File: src/design/pixels_pkg.sv
`default_nettype none

package pixels_pkg;

  // Controller states.
  typedef enum logic [1:0] {
    ST_SET   = 2'd0,  // Waiting for the configuration beat.
    ST_ONES  = 2'd1,  // Sending the ones beat.
    ST_PASS  = 2'd2,  // Streaming pixels through the repacker.
    ST_BLOCK = 2'd3   // Input closed, draining the repacker.
  } dw_state_e;

  // ========================================
  // Configuration beat layout
  // ========================================
  localparam int BITS_KH2   = 2;  // Kernel height is 2*kh2+1.
  localparam int BITS_SH    = 2;  // Stride minus one.
  localparam int BITS_WORDS = 4;  // Output words per beat.

  localparam int CFG_IS_NOT_MAX = 0;
  localparam int CFG_IS_MAX     = 1;
  localparam int CFG_IS_LRELU   = 2;
  localparam int CFG_KH2_LSB    = 3;
  localparam int CFG_SH_1_LSB   = CFG_KH2_LSB + BITS_KH2;
  localparam int CFG_WORDS_LSB  = CFG_SH_1_LSB + BITS_SH;
  localparam int CFG_WIDTH      = CFG_WORDS_LSB + BITS_WORDS;  // 11 bits.

  // Shift amount, up to ceil(7/1)-1.
  localparam int BITS_SHIFT = 3;

  // ========================================
  // User flags on the output beat
  // ========================================
  localparam int TUSER_WIDTH  = 3;
  localparam int I_IS_NOT_MAX = 0;
  localparam int I_IS_MAX     = 1;
  localparam int I_IS_LRELU   = 2;

endpackage

`default_nettype wire
File: src/design/pixels_dw_top.sv
`timescale 1ns/1ps
`default_nettype none

module pixels_dw_top #(
  parameter int WORD_WIDTH = 8,
  parameter int S_WORDS    = 4,
  parameter int M_WORDS    = 8   // At most 15, no less than S_WORDS.
) (
  input  wire                                  aclk,
  input  wire                                  i_arst_n,
  input  wire                                  i_s_valid,
  input  wire                                  i_s_last,
  input  wire  [S_WORDS-1:0][WORD_WIDTH-1:0]   i_s_data,
  input  wire  [S_WORDS-1:0]                   i_s_keep,
  input  wire                                  i_m_ready,
  output logic                                 o_s_ready,
  output logic                                 o_m_valid,
  output logic [M_WORDS-1:0][WORD_WIDTH-1:0]   o_m_data,
  output logic [pixels_pkg::TUSER_WIDTH-1:0]   o_m_user,
  output logic [pixels_pkg::BITS_SHIFT-1:0]    o_m_shift,
  output logic                                 o_m_ones
);

  import pixels_pkg::*;

  logic                                rp_s_valid;
  logic                                rp_s_ready;
  logic                                rp_m_valid;
  logic                                rp_m_ready;
  logic [M_WORDS-1:0][WORD_WIDTH-1:0]  rp_m_data;
  logic                                rp_m_last;
  logic [BITS_WORDS-1:0]               cfg_words;
  logic [BITS_KH2-1:0]                 cfg_kh2;
  logic [BITS_SH-1:0]                  cfg_sh_1;
  logic                                data_beat;
  logic                                image_done;
  logic [BITS_SHIFT-1:0]               shift;

  pixels_dw_ctrl #(
    .WORD_WIDTH (WORD_WIDTH),
    .S_WORDS    (S_WORDS),
    .M_WORDS    (M_WORDS)
  ) u_ctrl (
    .aclk         (aclk),
    .i_arst_n     (i_arst_n),
    .i_s_valid    (i_s_valid),
    .i_s_last     (i_s_last),
    .i_s_data     (i_s_data),
    .i_m_ready    (i_m_ready),
    .i_rp_s_ready (rp_s_ready),
    .i_rp_m_valid (rp_m_valid),
    .i_rp_m_data  (rp_m_data),
    .i_rp_m_last  (rp_m_last),
    .i_shift      (shift),
    .o_s_ready    (o_s_ready),
    .o_m_valid    (o_m_valid),
    .o_m_data     (o_m_data),
    .o_m_user     (o_m_user),
    .o_m_shift    (o_m_shift),
    .o_m_ones     (o_m_ones),
    .o_rp_s_valid (rp_s_valid),
    .o_rp_m_ready (rp_m_ready),
    .o_cfg_words  (cfg_words),
    .o_cfg_kh2    (cfg_kh2),
    .o_cfg_sh_1   (cfg_sh_1),
    .o_data_beat  (data_beat),
    .o_image_done (image_done)
  );

  pixel_repacker #(
    .WORD_WIDTH (WORD_WIDTH),
    .S_WORDS    (S_WORDS),
    .M_WORDS    (M_WORDS)
  ) u_repacker (
    .aclk      (aclk),
    .i_arst_n  (i_arst_n),
    .i_words   (cfg_words),
    .i_s_valid (rp_s_valid),
    .i_s_last  (i_s_last),
    .i_s_data  (i_s_data),
    .i_s_keep  (i_s_keep),
    .i_m_ready (rp_m_ready),
    .o_s_ready (rp_s_ready),
    .o_m_valid (rp_m_valid),
    .o_m_data  (rp_m_data),
    .o_m_last  (rp_m_last)
  );

  shift_sequencer u_shift (
    .aclk     (aclk),
    .i_arst_n (i_arst_n),
    .i_kh2    (cfg_kh2),
    .i_sh_1   (cfg_sh_1),
    .i_beat   (data_beat),
    .i_clear  (image_done),
    .o_shift  (shift)
  );

endmodule

`default_nettype wire

File: src/design/pixels_dw_ctrl.sv
`timescale 1ns/1ps
`default_nettype none

module pixels_dw_ctrl #(
  parameter int WORD_WIDTH = 8,
  parameter int S_WORDS    = 4,
  parameter int M_WORDS    = 8
) (
  input  wire                                  aclk,
  input  wire                                  i_arst_n,
  input  wire                                  i_s_valid,
  input  wire                                  i_s_last,
  input  wire  [S_WORDS-1:0][WORD_WIDTH-1:0]   i_s_data,
  input  wire                                  i_m_ready,
  input  wire                                  i_rp_s_ready,
  input  wire                                  i_rp_m_valid,
  input  wire  [M_WORDS-1:0][WORD_WIDTH-1:0]   i_rp_m_data,
  input  wire                                  i_rp_m_last,
  input  wire  [pixels_pkg::BITS_SHIFT-1:0]    i_shift,
  output logic                                 o_s_ready,
  output logic                                 o_m_valid,
  output logic [M_WORDS-1:0][WORD_WIDTH-1:0]   o_m_data,
  output logic [pixels_pkg::TUSER_WIDTH-1:0]   o_m_user,
  output logic [pixels_pkg::BITS_SHIFT-1:0]    o_m_shift,
  output logic                                 o_m_ones,
  output logic                                 o_rp_s_valid,
  output logic                                 o_rp_m_ready,
  output logic [pixels_pkg::BITS_WORDS-1:0]    o_cfg_words,
  output logic [pixels_pkg::BITS_KH2-1:0]      o_cfg_kh2,
  output logic [pixels_pkg::BITS_SH-1:0]       o_cfg_sh_1,
  output logic                                 o_data_beat,
  output logic                                 o_image_done
);

  import pixels_pkg::*;

  dw_state_e                     state;
  dw_state_e                     state_next;
  logic [CFG_WIDTH-1:0]          cfg;
  logic                          cfg_en;
  logic [S_WORDS*WORD_WIDTH-1:0] s_flat;
  logic                          s_last_beat;
  logic                          rp_m_beat;
  logic                          rp_last_beat;

  assign s_flat       = i_s_data;
  assign s_last_beat  = i_s_valid && o_s_ready && i_s_last;
  assign rp_m_beat    = o_rp_m_ready && i_rp_m_valid;
  assign rp_last_beat = rp_m_beat && i_rp_m_last;

  // ========================================
  // Configuration register
  // ========================================
  assign cfg_en = (state == ST_SET) && i_s_valid;

  always_ff @(posedge aclk or negedge i_arst_n) begin
    if (!i_arst_n) begin
      cfg <= '0;
    end else if (cfg_en) begin
      cfg <= s_flat[CFG_WIDTH-1:0];
    end
  end

  assign o_cfg_words = cfg[CFG_WORDS_LSB +: BITS_WORDS];
  assign o_cfg_kh2   = cfg[CFG_KH2_LSB +: BITS_KH2];
  assign o_cfg_sh_1  = cfg[CFG_SH_1_LSB +: BITS_SH];

  assign o_m_user[I_IS_NOT_MAX] = cfg[CFG_IS_NOT_MAX];
  assign o_m_user[I_IS_MAX]     = cfg[CFG_IS_MAX];
  assign o_m_user[I_IS_LRELU]   = cfg[CFG_IS_LRELU];

  assign o_data_beat  = rp_m_beat;     // Only nonzero in PASS and BLOCK.
  assign o_image_done = rp_last_beat;

  // ========================================
  // State machine
  // ========================================
  always_comb begin
    state_next = state;
    case (state)
      ST_SET:   if (i_s_valid) state_next = ST_ONES;
      ST_ONES:  if (i_m_ready) state_next = ST_PASS;
      // A last beat taken during ONES still ends the image here.
      ST_PASS: begin
        if (rp_last_beat) begin
          state_next = ST_SET;
        end else if (s_last_beat) begin
          state_next = ST_BLOCK;
        end
      end
      ST_BLOCK: if (rp_last_beat) state_next = ST_SET;
      default:  state_next = ST_SET;
    endcase
  end

  always_ff @(posedge aclk or negedge i_arst_n) begin
    if (!i_arst_n) begin
      state <= ST_SET;
    end else begin
      state <= state_next;
    end
  end

  // Handshake and output mux per state.
  always_comb begin
    o_s_ready    = 1'b0;
    o_rp_s_valid = 1'b0;
    o_rp_m_ready = 1'b0;
    o_m_valid    = 1'b0;
    o_m_ones     = 1'b0;
    o_m_data     = i_rp_m_data;
    o_m_shift    = i_shift;
    case (state)
      ST_SET: begin
        o_s_ready = 1'b1;
      end
      ST_ONES: begin
        o_s_ready    = i_rp_s_ready;  // Pixels may start filling already.
        o_rp_s_valid = i_s_valid;
        o_m_valid    = 1'b1;
        o_m_ones     = 1'b1;
        o_m_data     = '0;
        o_m_data[0]  = WORD_WIDTH'(1);
        o_m_shift    = '0;
      end
      ST_PASS: begin
        o_s_ready    = i_rp_s_ready;
        o_rp_s_valid = i_s_valid;
        o_rp_m_ready = i_m_ready;
        o_m_valid    = i_rp_m_valid;
      end
      ST_BLOCK: begin
        o_rp_m_ready = i_m_ready;
        o_m_valid    = i_rp_m_valid;
      end
      default: begin
        o_s_ready = 1'b0;
      end
    endcase
  end

endmodule

`default_nettype wire

File: src/design/shift_sequencer.sv
`timescale 1ns/1ps
`default_nettype none

module shift_sequencer (
  input  wire                                 aclk,
  input  wire                                 i_arst_n,
  input  wire  [pixels_pkg::BITS_KH2-1:0]     i_kh2,
  input  wire  [pixels_pkg::BITS_SH-1:0]      i_sh_1,
  input  wire                                 i_beat,
  input  wire                                 i_clear,
  output logic [pixels_pkg::BITS_SHIFT-1:0]   o_shift
);

  import pixels_pkg::*;

  localparam int N_KH2 = 2 ** BITS_KH2;
  localparam int N_SH  = 2 ** BITS_SH;

  logic [BITS_SH-1:0]    count;
  logic                  count_last;
  logic [BITS_SHIFT-1:0] lut_general [N_KH2][N_SH];
  logic [BITS_SHIFT-1:0] lut_last    [N_KH2][N_SH];

  // Shift tables for every kernel height and stride.
  for (genvar g_kh2 = 0; g_kh2 < N_KH2; g_kh2++) begin : g_kh2_row
    for (genvar g_sh_1 = 0; g_sh_1 < N_SH; g_sh_1++) begin : g_sh_col
      localparam int K        = 2 * g_kh2 + 1;
      localparam int S        = g_sh_1 + 1;
      localparam int CEIL_KS  = (K + S - 1) / S;
      localparam int FLOOR_KS = K / S;

      assign lut_general[g_kh2][g_sh_1] = BITS_SHIFT'(CEIL_KS - 1);
      // Stride wider than kernel has no legal shift, clamp at zero.
      assign lut_last[g_kh2][g_sh_1] = (FLOOR_KS > 0) ? BITS_SHIFT'(FLOOR_KS - 1) : '0;
    end
  end

  assign count_last = (count == i_sh_1);

  always_ff @(posedge aclk or negedge i_arst_n) begin
    if (!i_arst_n) begin
      count <= '0;
    end else if (i_clear) begin
      count <= '0;  // New image restarts the stride phase.
    end else if (i_beat) begin
      count <= count_last ? '0 : count + 1'b1;
    end
  end

  assign o_shift = count_last ? lut_last[i_kh2][i_sh_1] : lut_general[i_kh2][i_sh_1];

endmodule

`default_nettype wire

File: src/design/pixel_repacker.sv
`timescale 1ns/1ps
`default_nettype none

module pixel_repacker #(
  parameter int WORD_WIDTH = 8,
  parameter int S_WORDS    = 4,
  parameter int M_WORDS    = 8
) (
  input  wire                                      aclk,
  input  wire                                      i_arst_n,
  input  wire  [pixels_pkg::BITS_WORDS-1:0]        i_words,
  input  wire                                      i_s_valid,
  input  wire                                      i_s_last,
  input  wire  [S_WORDS-1:0][WORD_WIDTH-1:0]       i_s_data,
  input  wire  [S_WORDS-1:0]                       i_s_keep,
  input  wire                                      i_m_ready,
  output logic                                     o_s_ready,
  output logic                                     o_m_valid,
  output logic [M_WORDS-1:0][WORD_WIDTH-1:0]       o_m_data,
  output logic                                     o_m_last
);

  // Room for one short group plus a full input beat.
  localparam int BUF_WORDS = M_WORDS + S_WORDS - 1;
  localparam int FILL_W    = $clog2(BUF_WORDS + 1);

  logic [BUF_WORDS-1:0][WORD_WIDTH-1:0] word_buf;
  logic [BUF_WORDS-1:0][WORD_WIDTH-1:0] word_next;
  logic [FILL_W-1:0]                    fill;
  logic [FILL_W-1:0]                    fill_next;
  logic [FILL_W-1:0]                    words_w;
  logic                                 last_pend;
  logic                                 s_beat;
  logic                                 m_beat;

  // Word count never exceeds M_WORDS.
  assign words_w = FILL_W'(i_words);

  // Input and output never overlap: input stops once a group is ready.
  assign o_s_ready = (fill < words_w) && !last_pend;
  assign o_m_valid = (fill >= words_w) || (last_pend && (fill != '0));
  assign o_m_last  = last_pend && (fill <= words_w);

  assign s_beat = i_s_valid && o_s_ready;
  assign m_beat = o_m_valid && i_m_ready;

  // ========================================
  // Append kept words or pop one group
  // ========================================
  always_comb begin : append_pop
    int idx;
    int src;
    word_next = word_buf;
    fill_next = fill;
    idx       = int'(fill);
    src       = 0;
    if (s_beat) begin
      // Holes in the keep mask are squeezed out.
      for (int i = 0; i < S_WORDS; i++) begin
        if (i_s_keep[i] && (idx < BUF_WORDS)) begin
          word_next[idx] = i_s_data[i];
          idx            = idx + 1;
        end
      end
      fill_next = FILL_W'(idx);
    end else if (m_beat) begin
      for (int j = 0; j < BUF_WORDS; j++) begin
        src          = j + int'(words_w);
        word_next[j] = (src < BUF_WORDS) ? word_buf[src] : '0;
      end
      fill_next = (fill > words_w) ? fill - words_w : '0;
    end
  end

  always_ff @(posedge aclk or negedge i_arst_n) begin
    if (!i_arst_n) begin
      fill      <= '0;
      last_pend <= 1'b0;
    end else begin
      fill <= fill_next;
      if (s_beat && i_s_last) begin
        last_pend <= 1'b1;  // Hold input off until drained.
      end else if (m_beat && o_m_last) begin
        last_pend <= 1'b0;
      end
    end
  end

  always_ff @(posedge aclk) begin
    word_buf <= word_next;
  end

  // Oldest words first, zero past the group size or the fill.
  always_comb begin
    for (int w = 0; w < M_WORDS; w++) begin
      if ((w < int'(words_w)) && (w < int'(fill))) begin
        o_m_data[w] = word_buf[w];
      end else begin
        o_m_data[w] = '0;
      end
    end
  end

endmodule

`default_nettype wire

File: config.mk
export PLATFORM = sky130hd
export DESIGN_NAME = pixels_dw_top
export DESIGN_NICKNAME = d
export VERILOG_FILES = /design/src/design/pixels_pkg.sv /design/src/design/pixels_dw_top.sv /design/src/design/pixels_dw_ctrl.sv /design/src/design/shift_sequencer.sv /design/src/design/pixel_repacker.sv
export SDC_FILE = /design/constraint.sdc
export NUM_CORES = 1
export LEC_CHECK = 0
export ABC_AREA = 0
export BUFFER_PORTS_ARGS = -buffer_cell sky130_fd_sc_hd__buf_2
export CAP_MARGIN = 15
export CORE_ASPECT_RATIO = 1.75
export CORE_MARGIN = 2
export CORE_UTILIZATION = 25
export DETAILED_ROUTE_END_ITERATION = 10
export GPL_TIMING_DRIVEN = 0
export MAX_ROUTING_LAYER = met4
export SYNTH_ARGS = -nofsm -noshare
export SYNTH_HDL_FRONTEND = slang
export SYNTH_SLANG_ARGS = --single-unit
export TNS_END_PERCENT = 1
File: constraint.sdc
create_clock -name aclk -period 9.5 [get_ports aclk]
set_input_delay 0.95 -clock aclk [delete_from_list [all_inputs] [get_ports aclk]]
set_output_delay 0.95 -clock aclk [all_outputs]
set_load 0.01 [all_outputs]
==> run summary <==
• sort of element at the start of the critical path: flop
• required time at the worst-slack endpoint: 9.59 ns
• overall die width: 183 um
• Synth async-reset ratio: 18.5%
• pin count of the biggest net entering global routing: 51
• post-synthesis share of cell area spent on xor and xnor gates: 1.36%
• crit-path leading delay family: adder cells
• share of final-layout standard cells stronger than drive strength 1: 18.0%
• library cell occupying the most area in the post-synthesis netlist: sky130_fd_sc_hd__edfxtp_1
• start-to-end type of the worst setup path: reg -> reg
• area occupied by multi-input gates: 0.0102 mm^2
• count of final setup violators: 0
• die footprint: 0.0581 mm^2
• slowest stage delay, CP: 0.71 ns
• fraction of the mapped netlist area in simple logic gates: 19.0%
• count of final max-slew check failures: 0
• worst-case setup margin in the final layout: 3.27 ns
• Setup Skew: 0.0220 ns
• final RePlAce weighted congestion: 1.08
• cell with the biggest individual delay on the critical path: sky130_fd_sc_hd__dfrtp_1
• total global routing track utilization: 31.8%
• share of synthesized cell area in full adder, half adder and majority cells: 3.98%
• initial drt markers: 1904
• NumNets Final: 1973
• Most Frequent Cell on Critical Path: sky130_fd_sc_hd__ha_1
• Syn Nets: 1818
• Max Clk Rate: 160 MHz
• most used cells in the layout excluding fill and tap cells: 176 x sky130_fd_sc_hd__nand2_1, 170 x sky130_fd_sc_hd__o21ai_0, 158 x sky130_fd_sc_hd__nor2_1
• die outline height: 317 um
• Post-Place Setup Slack: 3.05 ns
• final period utilization: 65.6%
• total DRC errors in the routed layout: 0
• via count: 16000
• worst endpoint data arrival time: 6.33 ns
• minimum clock period: 6.23 ns
• residual antenna-violating net count after detailed routing: 0
• worst-path cell chain: inv_1 -> ha_1 -> nand2_1 -> o32ai_4 -> ha_1 -> nand3_1 -> o211a_1 -> o21ai_0 -> inv_1 -> ha_1 -> nor2b_1 -> a21oi_1 -> xnor2_1 -> inv_1 -> ha_1 -> nand3_1 -> clkbuf_1 -> and3_1 -> o22ai_1
• maximum root-to-sink buffer count: 2
• unrepaired setup endpoints after global routing: false
• synthesis-to-finish area growth: 16.1%
• yosys warns: 0
• result of the run: finished clean
• Syn Area/Cell: 8.09 um^2
• fraction of synthesized area in multiplexers: 21.1%
• # Post-CTS Setup Buffers: 0
• vias in the first global route: 15100
• clock transition time at the flip-flop clock pins of the worst setup and hold paths: 0.09 ns
• detailed-route vias per instance: 6.16
• number of filler cells placed in the layout: 6014
• Worst-Skew Late Latency: 0.42 ns
• Clock Tree Root: sky130_fd_sc_hd__clkbuf_16
• number of cells in the design after placement: 2560
• Clock H-tree levels: 3
• Non-Filler Instances: 2593
• total iterations of the first detailed-routing run: 6
• flip-flop and latch count after synthesis: 108
• Congestion Overflow GR: 0
• type of the most critical hold path: in -> async
• estimated wirelength of the detail-placed design: 72.6 mm
• standard-cell rows: 114
• largest family of logic cells by synthesized area: compound AO/OA/AOI/OAI gates
• number of violations of the max-capacitance limit: 0
• distinct cell type count after synthesis: 84
• sequential-to-total area share from yosys stat: 22.4%
• number of flops mapped to enable cells by yosys: 88
• CTS tree: yes
• cell count after synthesis: 1733
• Synth Flop Type: sky130_fd_sc_hd__edfxtp_1
• final number of hold-violating endpoints: 0
• worst path bufs/invs: 4
• Core Footprint: 0.0553 mm^2
• starting density of the core: 25.3%
• initial antenna violation count: 5
• FF/Latch Area: 0.00314 mm^2
• endpoint type of the worst setup path: flop
• most frequent standard cell in the layout excluding fill and tap cells: sky130_fd_sc_hd__nand2_1
• normalized max-slew margin: 1.19%
• cts-stage hold buffer count: 0
• average routed wire per standard cell: 35.0 um
• number of buffers created by CTS: 9
• number of sinks driven by the clock tree: 108
• cells resized by post-CTS repair: 0
• Tightest Pin Transition: 1.48 ns
• biggest area contributors in the synthesized netlist: sky130_fd_sc_hd__edfxtp_1 19%, sky130_fd_sc_hd__mux2i_1 10%, sky130_fd_sc_hd__o21ai_0 6.1%
• fraction of synthesized cell area taken by the top area cell type: 18.8%
• global-route wire length before repair: 123 mm
• sum of negative setup slack: 0 ns
• total wire length: 90.9 mm
• synthesized-area fraction occupied by ao, oa, aoi and oai cells: 26.9%
• maximum fanout along the worst path: 11
• number of top-level pins: 114
• cell area after synthesis: 0.0140 mm^2
• port bufs: 112
cells by family (layout without fill, tap and decap cells):
kind of cell | Yosys count | in the layout
compound gates | 564 | 564
xor+xnor | 20 | 20
fa+ha+maj | 44 | 44
buf+inv | 188 | 348
flops | 108 | 108
mux | 247 | 247
other cells | 0 | 4
simple gates | 562 | 562
worst register-to-register path: stages, from the launching register on:
cell                       delay [ns]
sky130_fd_sc_hd__dfrtp_1         0.71
sky130_fd_sc_hd__inv_1           0.31
sky130_fd_sc_hd__ha_1            0.36
sky130_fd_sc_hd__nand2_1         0.08
sky130_fd_sc_hd__o32ai_4         0.25
sky130_fd_sc_hd__ha_1            0.39
sky130_fd_sc_hd__nand3_1         0.17
sky130_fd_sc_hd__o211a_1         0.33
sky130_fd_sc_hd__o21ai_0         0.40
sky130_fd_sc_hd__inv_1           0.12
sky130_fd_sc_hd__ha_1            0.24
sky130_fd_sc_hd__nor2b_1         0.31
sky130_fd_sc_hd__a21oi_1         0.21
sky130_fd_sc_hd__xnor2_1         0.47
sky130_fd_sc_hd__inv_1           0.13
sky130_fd_sc_hd__ha_1            0.32
sky130_fd_sc_hd__nand3_1         0.40
sky130_fd_sc_hd__clkbuf_1        0.36
sky130_fd_sc_hd__and3_1          0.22
sky130_fd_sc_hd__o22ai_1         0.12
cells in the mapped netlist (all sizes together) (4+ instances only):
master,count
a21o,7
a211oi,23
a221o,10
and2,65
a221oi,10
mux2i,142
a31oi,21
o31ai,4
a211o,17
a22oi,9
inv,41
ha,43
edfxtp,88
a2bb2oi,7
o2111ai,6
mux4,32
o21ai,175
nor2b,12
a21oi,117
o221ai,10
nor3b,8
a2111oi,5
nand3,67
dfrtp,20
nor3,21
and3,33
nand2b,6
nand2,177
nor2,158
mux2,73
o211a,33
xnor2,12
xor2,8
o211ai,23
clkbuf,114
buf,32
o22ai,73
metrics by stage:
step | util (%) | hold WS, ns | cell area, um^2
global placement | 27.9 | 0.490 | 15500
detailed placement | 28.5 | 0.493 | 15800
CTS | 29.1 | 0.524 | 16100
global route | 29.4 | 0.535 | 16300
finish | 29.4 | 0.507 | 16300
floorplan | - | 0.470 | 14000
per-layer routing:
| layer | wire [um] | GRT usage (%) |
|---|---|---|
| met1 | 30200 | 31.3 |
| met2 | 43000 | 51.1 |
| met3 | 6660 | 6.37 |
| met4 | 11000 | 32.7 |
| met5 | 0 | - |
final cells by class:
class	count	share of cell area [%]
sequential	108	19.3
multi-input combinational	1437	62.6
clock buffer	9	1.38
inverter	42	0.968
clock inverter	7	0.392
timing repair buffer	144	6.32
buffer	146	3.58
tap	696	5.35
antenna	4	0.0615
worst paths after layout:
path,slack [ns],to,cells past startpoint,startpoint
max,3.27,u_repacker.word_buf[55],19,u_repacker.fill[1]
min reg2reg,0.52,u_ctrl.cfg[1],1,u_ctrl.cfg[1]
max reg2reg,3.27,u_repacker.word_buf[55],19,u_repacker.fill[1]
min,0.51,u_ctrl.cfg[1],1,i_arst_n
max in group asynchronous,8.64,u_repacker.last_pend,1,i_arst_n
min in group aclk,0.52,u_ctrl.cfg[1],1,u_ctrl.cfg[1]
registers in the layout (all words and copies together), names as in the netlist:
signal	count
u_shift.count	2
u_repacker.last_pend	1
u_repacker.fill	4
u_ctrl.state	2
u_ctrl.cfg	11
u_repacker.word_buf	88
Power is not shown: default switching activity piles up to over one toggle a cycle in this logic, so the estimate is an artifact.
